**config.mk**
```make
export PLATFORM = sky130hd
export DESIGN_NAME = rs_alu_top
export DESIGN_NICKNAME = d
export VERILOG_FILES = /design/src/source/ooo_pkg.sv /design/src/source/alu_exec.sv /design/src/source/alu_latency_timer.sv /design/src/source/rs_alu_top.sv /design/src/source/rs_entry_array.sv /design/src/source/rs_issue_fsm.sv
export SDC_FILE = /design/constraint.sdc
export NUM_CORES = 2
export LEC_CHECK = 0
export BUFFER_PORTS_ARGS = -buffer_cell sky130_fd_sc_hd__buf_2
export CORE_MARGIN = 2
export CORE_UTILIZATION = 30
export CTS_CLUSTER_DIAMETER = 50
export DETAILED_ROUTE_END_ITERATION = 12
export GPL_ROUTABILITY_DRIVEN = 0
export PLACE_DENSITY = 0.46
export SETUP_SLACK_MARGIN = 0.2
export SLEW_MARGIN = 20
export SYNTH_ARGS = -nofsm -noshare
export SYNTH_HDL_FRONTEND = slang
export SYNTH_SLANG_ARGS = --single-unit
export TNS_END_PERCENT = 1
```
**constraint.sdc**
```tcl
create_clock -name in_clk -period 16.84 [get_ports in_clk]
set_input_delay 3.368 -clock in_clk [delete_from_list [all_inputs] [get_ports in_clk]]
set_output_delay 3.368 -clock in_clk [all_outputs]
set_load 0.02 [all_outputs]
```
**src/source/ooo_pkg.sv**
```systemverilog
package ooo_pkg;

  // data, tag and flag widths
  localparam int WORD_W = 32;
  localparam int TAG_W = 5;
  localparam int NZCV_W = 4;

  // reservation station geometry
  localparam int RS_SIZE = 8;
  localparam int RS_IDX_W = 3;

  // bit positions inside nzcv_t, n is the msb
  localparam int FLAG_N = 3;
  localparam int FLAG_Z = 2;
  localparam int FLAG_C = 1;
  localparam int FLAG_V = 0;

  typedef logic [WORD_W-1:0] word_t;
  // rob tag of the producer of a value
  typedef logic [TAG_W-1:0] tag_t;
  typedef logic [NZCV_W-1:0] nzcv_t;
  typedef logic [RS_IDX_W-1:0] rs_idx_t;
  // execution latency count, wide enough for the mul latency
  typedef logic [1:0] lat_t;

  // cycles from issue to result
  localparam lat_t MUL_LATENCY = 2'd3;
  localparam lat_t BASE_LATENCY = 2'd1;

  typedef enum logic [2:0] {
    ADD,
    SUB,
    ADC,
    AND,
    ORR,
    EOR,
    MUL
  } alu_op_t;

  // idle, or an operation in the alu waiting for its timer
  typedef enum logic {
    ISSUE_IDLE,
    ISSUE_EXEC
  } issue_state_t;

endpackage

```
**src/source/alu_exec.sv**
```systemverilog
module alu_exec (
  input  logic             in_clk,
  input  logic             issue_take,
  input  ooo_pkg::alu_op_t sel_op,
  input  ooo_pkg::word_t   sel_a,
  input  ooo_pkg::word_t   sel_b,
  input  ooo_pkg::nzcv_t   sel_nzcv,
  input  logic             sel_set_nzcv,
  input  ooo_pkg::tag_t    sel_dst,
  output ooo_pkg::tag_t    result_tag,
  output ooo_pkg::word_t   result_value,
  output logic             result_set_nzcv,
  output ooo_pkg::nzcv_t   result_nzcv
);

  // fields of the issued entry, held until the next issue
  ooo_pkg::alu_op_t op_q;
  ooo_pkg::word_t   a_q;
  ooo_pkg::word_t   b_q;
  ooo_pkg::nzcv_t   nzcv_q;

  // one adder serves add, sub and adc
  ooo_pkg::word_t             add_b;
  logic                       carry_in;
  logic [ooo_pkg::WORD_W:0]   sum;
  logic                       arith;
  ooo_pkg::nzcv_t             flags;

  always_ff @(posedge in_clk) begin
    if (issue_take) begin
      op_q <= sel_op;
      a_q <= sel_a;
      b_q <= sel_b;
      nzcv_q <= sel_nzcv;
      result_set_nzcv <= sel_set_nzcv;
      result_tag <= sel_dst;
    end
  end

  always_comb begin
    // sub is a + ~b + 1, so carry out means no borrow
    add_b = (op_q == ooo_pkg::SUB) ? ~b_q : b_q;
    carry_in = (op_q == ooo_pkg::SUB) || (op_q == ooo_pkg::ADC && nzcv_q[ooo_pkg::FLAG_C]);
    sum = {1'b0, a_q} + {1'b0, add_b} + {{ooo_pkg::WORD_W{1'b0}}, carry_in};
    arith = 1'b0;
    case (op_q)
      ooo_pkg::ADD, ooo_pkg::SUB, ooo_pkg::ADC: begin
        result_value = sum[ooo_pkg::WORD_W-1:0];
        arith = 1'b1;
      end
      ooo_pkg::AND: result_value = a_q & b_q;
      ooo_pkg::ORR: result_value = a_q | b_q;
      ooo_pkg::EOR: result_value = a_q ^ b_q;
      // low half of the product
      ooo_pkg::MUL: result_value = a_q * b_q;
      default: result_value = '0;
    endcase
    flags[ooo_pkg::FLAG_N] = result_value[ooo_pkg::WORD_W-1];
    flags[ooo_pkg::FLAG_Z] = (result_value == '0);
    // logical ops and mul keep c and v of the flag operand
    flags[ooo_pkg::FLAG_C] = arith ? sum[ooo_pkg::WORD_W] : nzcv_q[ooo_pkg::FLAG_C];
    // overflow when both addends agree in sign and the sum does not
    flags[ooo_pkg::FLAG_V] = arith ? (a_q[ooo_pkg::WORD_W-1] == add_b[ooo_pkg::WORD_W-1])
                                     && (result_value[ooo_pkg::WORD_W-1] != a_q[ooo_pkg::WORD_W-1])
                                   : nzcv_q[ooo_pkg::FLAG_V];
  end

  // without set_nzcv the flag operand travels on unchanged
  assign result_nzcv = result_set_nzcv ? flags : nzcv_q;

endmodule

```
**src/source/alu_latency_timer.sv**
```systemverilog
module alu_latency_timer (
  input  logic             in_clk,
  input  logic             in_rst,
  input  logic             flush,
  input  logic             issue_take,
  input  ooo_pkg::alu_op_t sel_op,
  output logic             timer_done
);

  // cycles left until the result is due, zero when the alu is empty
  ooo_pkg::lat_t count;
  ooo_pkg::lat_t load_val;

  // mul is the only multi-cycle operation
  assign load_val = (sel_op == ooo_pkg::MUL) ? ooo_pkg::MUL_LATENCY
                                             : ooo_pkg::BASE_LATENCY;

  always_ff @(posedge in_clk) begin
    if (in_rst || flush) begin
      count <= '0;
    end else if (issue_take) begin
      // reload wins over the decrement for back-to-back issue
      count <= load_val;
    end else if (count != '0) begin
      count <= count - 1'b1;
    end
  end

  // last busy cycle, a load only lands at the edge closing it
  assign timer_done = (count == ooo_pkg::lat_t'(1));

endmodule

```
**src/source/rs_alu_top.sv**
```systemverilog
module rs_alu_top (
  input  logic             in_clk,
  input  logic             in_rst,
  input  logic             dispatch_valid,
  input  ooo_pkg::alu_op_t dispatch_op,
  input  logic             src_a_ready,
  input  ooo_pkg::word_t   src_a_value,
  input  ooo_pkg::tag_t    src_a_tag,
  input  logic             src_b_ready,
  input  ooo_pkg::word_t   src_b_value,
  input  ooo_pkg::tag_t    src_b_tag,
  input  logic             flags_ready,
  input  ooo_pkg::nzcv_t   flags_value,
  input  ooo_pkg::tag_t    flags_tag,
  input  logic             set_nzcv,
  input  ooo_pkg::tag_t    dst_tag,
  input  logic             bcast_valid,
  input  ooo_pkg::tag_t    bcast_tag,
  input  ooo_pkg::word_t   bcast_value,
  input  logic             bcast_set_nzcv,
  input  ooo_pkg::nzcv_t   bcast_nzcv,
  input  logic             flush,
  output logic             full,
  output logic             result_valid,
  output ooo_pkg::tag_t    result_tag,
  output ooo_pkg::word_t   result_value,
  output logic             result_set_nzcv,
  output ooo_pkg::nzcv_t   result_nzcv
);

  // selected entry on its way to the alu
  logic             ready_any;
  logic             issue_take;
  logic             timer_done;
  ooo_pkg::alu_op_t sel_op;
  ooo_pkg::word_t   sel_a;
  ooo_pkg::word_t   sel_b;
  ooo_pkg::nzcv_t   sel_nzcv;
  logic             sel_set_nzcv;
  ooo_pkg::tag_t    sel_dst;

  // result is only valid in the last busy cycle of the alu
  assign result_valid = timer_done;

  // own result wakes dependents on the second port
  rs_entry_array u_entry_array (
    .*,
    .res_valid    (result_valid),
    .res_tag      (result_tag),
    .res_value    (result_value),
    .res_set_nzcv (result_set_nzcv),
    .res_nzcv     (result_nzcv)
  );

  rs_issue_fsm u_issue_fsm (.*);

  alu_latency_timer u_latency_timer (.*);

  alu_exec u_alu_exec (.*);

endmodule

```
**src/source/rs_entry_array.sv**
```systemverilog
module rs_entry_array (
  input  logic             in_clk,
  input  logic             in_rst,
  input  logic             flush,
  input  logic             dispatch_valid,
  input  ooo_pkg::alu_op_t dispatch_op,
  input  logic             src_a_ready,
  input  ooo_pkg::word_t   src_a_value,
  input  ooo_pkg::tag_t    src_a_tag,
  input  logic             src_b_ready,
  input  ooo_pkg::word_t   src_b_value,
  input  ooo_pkg::tag_t    src_b_tag,
  input  logic             flags_ready,
  input  ooo_pkg::nzcv_t   flags_value,
  input  ooo_pkg::tag_t    flags_tag,
  input  logic             set_nzcv,
  input  ooo_pkg::tag_t    dst_tag,
  input  logic             bcast_valid,
  input  ooo_pkg::tag_t    bcast_tag,
  input  ooo_pkg::word_t   bcast_value,
  input  logic             bcast_set_nzcv,
  input  ooo_pkg::nzcv_t   bcast_nzcv,
  input  logic             res_valid,
  input  ooo_pkg::tag_t    res_tag,
  input  ooo_pkg::word_t   res_value,
  input  logic             res_set_nzcv,
  input  ooo_pkg::nzcv_t   res_nzcv,
  input  logic             issue_take,
  output logic             full,
  output logic             ready_any,
  output ooo_pkg::alu_op_t sel_op,
  output ooo_pkg::word_t   sel_a,
  output ooo_pkg::word_t   sel_b,
  output ooo_pkg::nzcv_t   sel_nzcv,
  output logic             sel_set_nzcv,
  output ooo_pkg::tag_t    sel_dst
);

  // occupancy and per-operand ready bits
  logic [ooo_pkg::RS_SIZE-1:0] ent_valid;
  logic [ooo_pkg::RS_SIZE-1:0] a_rdy;
  logic [ooo_pkg::RS_SIZE-1:0] b_rdy;
  logic [ooo_pkg::RS_SIZE-1:0] f_rdy;
  logic [ooo_pkg::RS_SIZE-1:0] ent_ready;

  // entry payload
  ooo_pkg::alu_op_t ent_op [ooo_pkg::RS_SIZE];
  ooo_pkg::word_t   a_val [ooo_pkg::RS_SIZE];
  ooo_pkg::tag_t    a_tag [ooo_pkg::RS_SIZE];
  ooo_pkg::word_t   b_val [ooo_pkg::RS_SIZE];
  ooo_pkg::tag_t    b_tag [ooo_pkg::RS_SIZE];
  ooo_pkg::nzcv_t   f_val [ooo_pkg::RS_SIZE];
  ooo_pkg::tag_t    f_tag [ooo_pkg::RS_SIZE];
  logic             ent_set_nzcv [ooo_pkg::RS_SIZE];
  ooo_pkg::tag_t    ent_dst [ooo_pkg::RS_SIZE];

  ooo_pkg::rs_idx_t free_idx;
  ooo_pkg::rs_idx_t sel_idx;
  logic             accept;
  logic             flags_in_rdy;

  // tag match on one port for an operand still waiting
  function automatic logic wake_hit(input logic rdy, input ooo_pkg::tag_t want,
                                    input logic port_valid, input ooo_pkg::tag_t port_tag);
    return !rdy && port_valid && (want == port_tag);
  endfunction

  // operand value after both ports, the alu result port is applied last so it wins
  function automatic ooo_pkg::word_t pick_word(input logic rdy, input ooo_pkg::tag_t want,
                                               input ooo_pkg::word_t cur);
    pick_word = cur;
    if (wake_hit(rdy, want, bcast_valid, bcast_tag)) pick_word = bcast_value;
    if (wake_hit(rdy, want, res_valid, res_tag)) pick_word = res_value;
  endfunction

  function automatic logic word_woken(input logic rdy, input ooo_pkg::tag_t want);
    return rdy || wake_hit(rdy, want, bcast_valid, bcast_tag)
               || wake_hit(rdy, want, res_valid, res_tag);
  endfunction

  // flags only wake from a producer that actually writes nzcv
  function automatic ooo_pkg::nzcv_t pick_flags(input logic rdy, input ooo_pkg::tag_t want,
                                                input ooo_pkg::nzcv_t cur);
    pick_flags = cur;
    if (wake_hit(rdy, want, bcast_valid && bcast_set_nzcv, bcast_tag)) pick_flags = bcast_nzcv;
    if (wake_hit(rdy, want, res_valid && res_set_nzcv, res_tag)) pick_flags = res_nzcv;
  endfunction

  function automatic logic flags_woken(input logic rdy, input ooo_pkg::tag_t want);
    return rdy || wake_hit(rdy, want, bcast_valid && bcast_set_nzcv, bcast_tag)
               || wake_hit(rdy, want, res_valid && res_set_nzcv, res_tag);
  endfunction

  assign full = &ent_valid;
  assign accept = dispatch_valid && !full && !flush;
  // no flag operand needed unless flags are written or adc reads carry
  assign flags_in_rdy = flags_ready || !(set_nzcv || dispatch_op == ooo_pkg::ADC);

  always_comb begin
    for (int i = 0; i < ooo_pkg::RS_SIZE; i++) begin
      ent_ready[i] = ent_valid[i] && a_rdy[i] && b_rdy[i] && f_rdy[i];
    end
  end
  assign ready_any = |ent_ready;

  // lowest free and lowest ready entry, scanned from the top down
  always_comb begin
    free_idx = '0;
    sel_idx = '0;
    for (int i = ooo_pkg::RS_SIZE - 1; i >= 0; i--) begin
      if (!ent_valid[i]) begin
        free_idx = ooo_pkg::rs_idx_t'(i);
      end
      if (ent_ready[i]) begin
        sel_idx = ooo_pkg::rs_idx_t'(i);
      end
    end
  end

  assign sel_op = ent_op[sel_idx];
  assign sel_a = a_val[sel_idx];
  assign sel_b = b_val[sel_idx];
  assign sel_nzcv = f_val[sel_idx];
  assign sel_set_nzcv = ent_set_nzcv[sel_idx];
  assign sel_dst = ent_dst[sel_idx];

  // free and allocated entries never coincide
  always_ff @(posedge in_clk) begin
    if (in_rst || flush) begin
      ent_valid <= '0;
    end else begin
      if (issue_take) begin
        ent_valid[sel_idx] <= 1'b0;
      end
      if (accept) begin
        ent_valid[free_idx] <= 1'b1;
      end
    end
  end

  always_ff @(posedge in_clk) begin
    // wakeup of resident entries
    for (int i = 0; i < ooo_pkg::RS_SIZE; i++) begin
      if (ent_valid[i]) begin
        a_val[i] <= pick_word(a_rdy[i], a_tag[i], a_val[i]);
        a_rdy[i] <= word_woken(a_rdy[i], a_tag[i]);
        b_val[i] <= pick_word(b_rdy[i], b_tag[i], b_val[i]);
        b_rdy[i] <= word_woken(b_rdy[i], b_tag[i]);
        f_val[i] <= pick_flags(f_rdy[i], f_tag[i], f_val[i]);
        f_rdy[i] <= flags_woken(f_rdy[i], f_tag[i]);
      end
    end
    // allocation, a producer finishing in the accept cycle is caught here too
    if (accept) begin
      ent_op[free_idx] <= dispatch_op;
      ent_set_nzcv[free_idx] <= set_nzcv;
      ent_dst[free_idx] <= dst_tag;
      a_tag[free_idx] <= src_a_tag;
      b_tag[free_idx] <= src_b_tag;
      f_tag[free_idx] <= flags_tag;
      a_val[free_idx] <= pick_word(src_a_ready, src_a_tag, src_a_value);
      a_rdy[free_idx] <= word_woken(src_a_ready, src_a_tag);
      b_val[free_idx] <= pick_word(src_b_ready, src_b_tag, src_b_value);
      b_rdy[free_idx] <= word_woken(src_b_ready, src_b_tag);
      f_val[free_idx] <= pick_flags(flags_in_rdy, flags_tag, flags_value);
      f_rdy[free_idx] <= flags_woken(flags_in_rdy, flags_tag);
    end
  end

endmodule

```
**src/source/rs_issue_fsm.sv**
```systemverilog
module rs_issue_fsm (
  input  logic in_clk,
  input  logic in_rst,
  input  logic flush,
  input  logic ready_any,
  input  logic timer_done,
  output logic issue_take
);

  ooo_pkg::issue_state_t state;
  ooo_pkg::issue_state_t state_next;

  // the alu accepts a new operation when idle or in its last busy cycle
  logic alu_free;

  assign alu_free = (state == ooo_pkg::ISSUE_IDLE) || timer_done;

  // flush cancels any issue in the same cycle
  assign issue_take = ready_any && !flush && alu_free;

  always_comb begin
    state_next = state;
    case (state)
      ooo_pkg::ISSUE_IDLE: begin
        if (issue_take) begin
          state_next = ooo_pkg::ISSUE_EXEC;
        end
      end
      ooo_pkg::ISSUE_EXEC: begin
        // back-to-back issue keeps the alu busy
        if (timer_done && !issue_take) begin
          state_next = ooo_pkg::ISSUE_IDLE;
        end
      end
      default: begin
        state_next = ooo_pkg::ISSUE_IDLE;
      end
    endcase
    // misprediction drops the operation in flight
    if (flush) begin
      state_next = ooo_pkg::ISSUE_IDLE;
    end
  end

  always_ff @(posedge in_clk) begin
    if (in_rst) begin
      state <= ooo_pkg::ISSUE_IDLE;
    end else begin
      state <= state_next;
    end
  end

endmodule
```
==> results by group <==
Outcome
  – Outcome: finished, final reports clean

Synth
  – Netlist cell types: 83
  – Cells after Synth: 7061
  – Async SR Flop Fraction: 0
  – Post-synth top flop: edfxtp_1
  – Synthesized area per cell: 9.22 µm²
  – Synth warnings: 0
  – Register bit total from synthesis: 848
  – Synth area leaders: edfxtp_1 38%, fa_1 13%, nand2_1 8.2%
  – Count leader, synth: nand2_1
  – Synth Cell Area: 0.0651 mm²
  – Synth area leader: edfxtp_1
  – Post-synthesis sequential area ratio: 0.386
  – Commonest cells post-synth: 1415 x nand2_1, 813 x edfxtp_1, 520 x a21oi_1
  – Share of the synthesized area in the top cell type: 0.375
  – Syn Nets: 7833
  – Number of flops mapped to enable cells by yosys: 813

Floorplan
  – Die ar.: 0.221 mm²
  – Core ar.: 0.215 mm²
  – Cell Rows: 170
  – Initial core utilization: 0.303
  – Die span in x: 470 µm
  – Ports: 186
  – Die height: 470 µm

Routing
  – Highest routed layer: met5
  – Residual DRC: 0
  – WL/cell: 28.1 µm
  – DR vias/cell: 5.57
  – Drt first pass iters: 8
  – ANT nets after route: 0
  – Aggregate routed wire length: 277 mm
  – WL met2: 126 mm
  – Metal3 WL: 22.6 mm
  – Vias post-DR: 54800
  – Met1 wire length: 117 mm
  – 1st-iter DRT viols: 6180

Clock network
  – Root buffer cell: clkbuf_16
  – Post-CTS sizing: 0
  – Clk sinks: 848
  – TritonCTS Buffers: 106
  – CTS tree: built
  – Hold buffers post-CTS: 0
  – H-tree Lvls: 3
  – Post-CTS setup buffers: 0
  – Longest Clk Path Bufs: 3
  – Clock slew at reported path FFs: 60 ps
  – Clock Latency Late Sink: 780 ps

Finish
  – Nets: 7691
  – Post-layout util: 0.336
  – Fraction of layout cells with a size suffix above 1: 0.0926
  – Area delta synth->final: 11.2%

Global routing
  – Vias in the first global route: 54000
  – Largest net degree at the start of global routing: 186
  – First-pass GRT wire length: 396 mm
  – GRT overflow: 0
  – Initial antenna violation count: 7
  – Total GRT Usage: 0.245

Setup path
  – Worst setup SP type: flip-flop
  – Crit path top cell by count: fa_1
  – Data arrival time of the worst path: 11960 ps
  – Worst Setup End Kind: output pin
  – Critical path class: reg -> out
  – CP max stage cell: edfxtp_1
  – CP Data Required Time: 13470 ps
  – CP peak stage delay: 940 ps
  – CP max FO: 17

Timing
  – Worst slew margin: 0.180
  – Post-route setup slack: 1510 ps
  – WHS: 485 ps
  – Final setup TNS: 0 ps
  – Top achievable clock speed: 0.0652 GHz
  – Clock skew: 67.4 ps
  – Final hold vios: 0
  – Worst-margin pin slew: 1220 ps
  – Final period util: 0.910
  – RSZ-0062 raised after global routing: no
  – Post-layout min period: 15330 ps
  – # setup viols final: 0
  – Max-slew violations: 0

Pwr
  – Sequential power share: 0.357
  – Total leakage power: 27.4 nW
  – Clock power frac: 0.352
  – Switch share: 0.350
  – Combinational power share: 0.291
  – Pwr per Cell Area: 90.7 mW/mm²
  – VDD IR max: 0.0956 mV
  – Power Internal: 4.27 mW
  – Psw: 2.30 mW

Worst hold path
  – Min-Delay Path Class: reg -> reg

Placement
  – Pre-CTS setup slack: 2660 ps
  – HPWL Detailed: 180 mm
  – Port buffer count: 185

Flow run
  – Max-cap violations: 0
metal layers:
metal,up-vias,GRT usage
met4,5,0.0999
met5,-,0.00368
met3,527,0.0442
met2,2572,0.390
li1,24200,-
met1,27500,0.327
through the flow:
step / total power [mW] / std cells / cell area [µm²]
2_1_floorplan: 3.53 / 7061 / 65100
3_3_place_gp: 4.24 / 9649 / 68900
6_report: 6.57 / 9847 / 72400
5_1_grt: 6.82 / 9845 / 72400
4_1_cts: 6.56 / 9845 / 72400
3_5_place_dp: 4.25 / 9649 / 68900
power by group through the flow:
stage          Sequential (mW)  Clock [mW]  Combinational [mW]
2_1_floorplan             2.38           0                1.15
3_3_place_gp              2.39           0                1.85
3_5_place_dp              2.39           0                1.86
4_1_cts                   2.35        2.34                1.87
5_1_grt                   2.35        2.41                2.06
6_report                  2.35        2.31                1.91
state kept, by name (all words and copies together), names as in the netlist, 24 cells and up:
name                   flops
u_entry_array.a_tag       40
u_entry_array.f_val       32
u_entry_array.b_tag       40
u_entry_array.ent_op      24
u_alu_exec.a_q            32
u_entry_array.f_tag       40
u_entry_array.ent_dst     40
u_entry_array.a_val      256
u_entry_array.b_val      256
u_alu_exec.b_q            32
critical path: cells and delay by family (launching register included):
kind            cells  cell delay [ps]
buf+inv             5             1040
simple gates        6             2930
flops               1              940
fa+ha+maj           9             4050
compound gates      6             2190
cells in the final DEF (no fill, tap or decap), types with 20 or more instances in the layout:
| cell | count |
|---|---|
| a21o_1 | 36 |
| a21oi_1 | 517 |
| a221oi_1 | 35 |
| buf_2 | 185 |
| buf_4 | 152 |
| clkbuf_16 | 108 |
| clkinv_1 | 33 |
| dfxtp_1 | 35 |
| edfxtp_1 | 813 |
| fa_1 | 410 |
| ha_1 | 220 |
| inv_1 | 464 |
| inv_2 | 20 |
| mux2i_1 | 107 |
| nand2_1 | 1391 |
| nand3_1 | 34 |
| nand4_1 | 64 |
| nor2_1 | 407 |
| nor3_1 | 21 |
| o211ai_1 | 341 |
| o21ai_0 | 505 |
| o21ai_1 | 45 |
| o22a_1 | 25 |
| o22ai_1 | 110 |
| or2_2 | 24 |
| or4_1 | 88 |
| xnor2_1 | 311 |
| xor2_1 | 87 |
final timing paths:
kind                                                   to  cells after the start         startpoint  slack, ps
worst max-delay path                       result_nzcv[2]                     26  u_alu_exec.a_q[9]       1510
worst min-delay path                    u_issue_fsm.state                      2  u_issue_fsm.state        490
worst max register to register  u_entry_array.f_val[0][2]                     26  u_alu_exec.a_q[9]       5720
worst min register to register          u_issue_fsm.state                      2  u_issue_fsm.state        490
cell type report:
type | instances | area (µm²)
Fill cell | 21900 | 143000
Tap cell | 2838 | 3550
Inverter | 503 | 1890
Clock buffer | 130 | 2810
Timing Repair Buffer | 340 | 2130
Clock inverter | 66 | 649
Sequential cell | 848 | 25100
Multi-Input combinational cell | 5120 | 36200
Antenna cell | 2 | 5.00
cell families (layout without fill, tap and decap cells):
logic type	count (synthesis)	in the layout	share of synthesized area
AO/OA/AOI/OAI	1763	1763	0.164
XOR/XNOR	399	399	0.0539
adder cells (fa/ha/maj)	630	630	0.168
AND/OR/NAND/NOR	2203	2203	0.144
other	0	2	0
buffers and inverters	1093	1039	0.0635
flip-flops	848	848	0.386
multiplexers	125	125	0.0196
No activity file was read; power rests on OpenSTA's default activity.
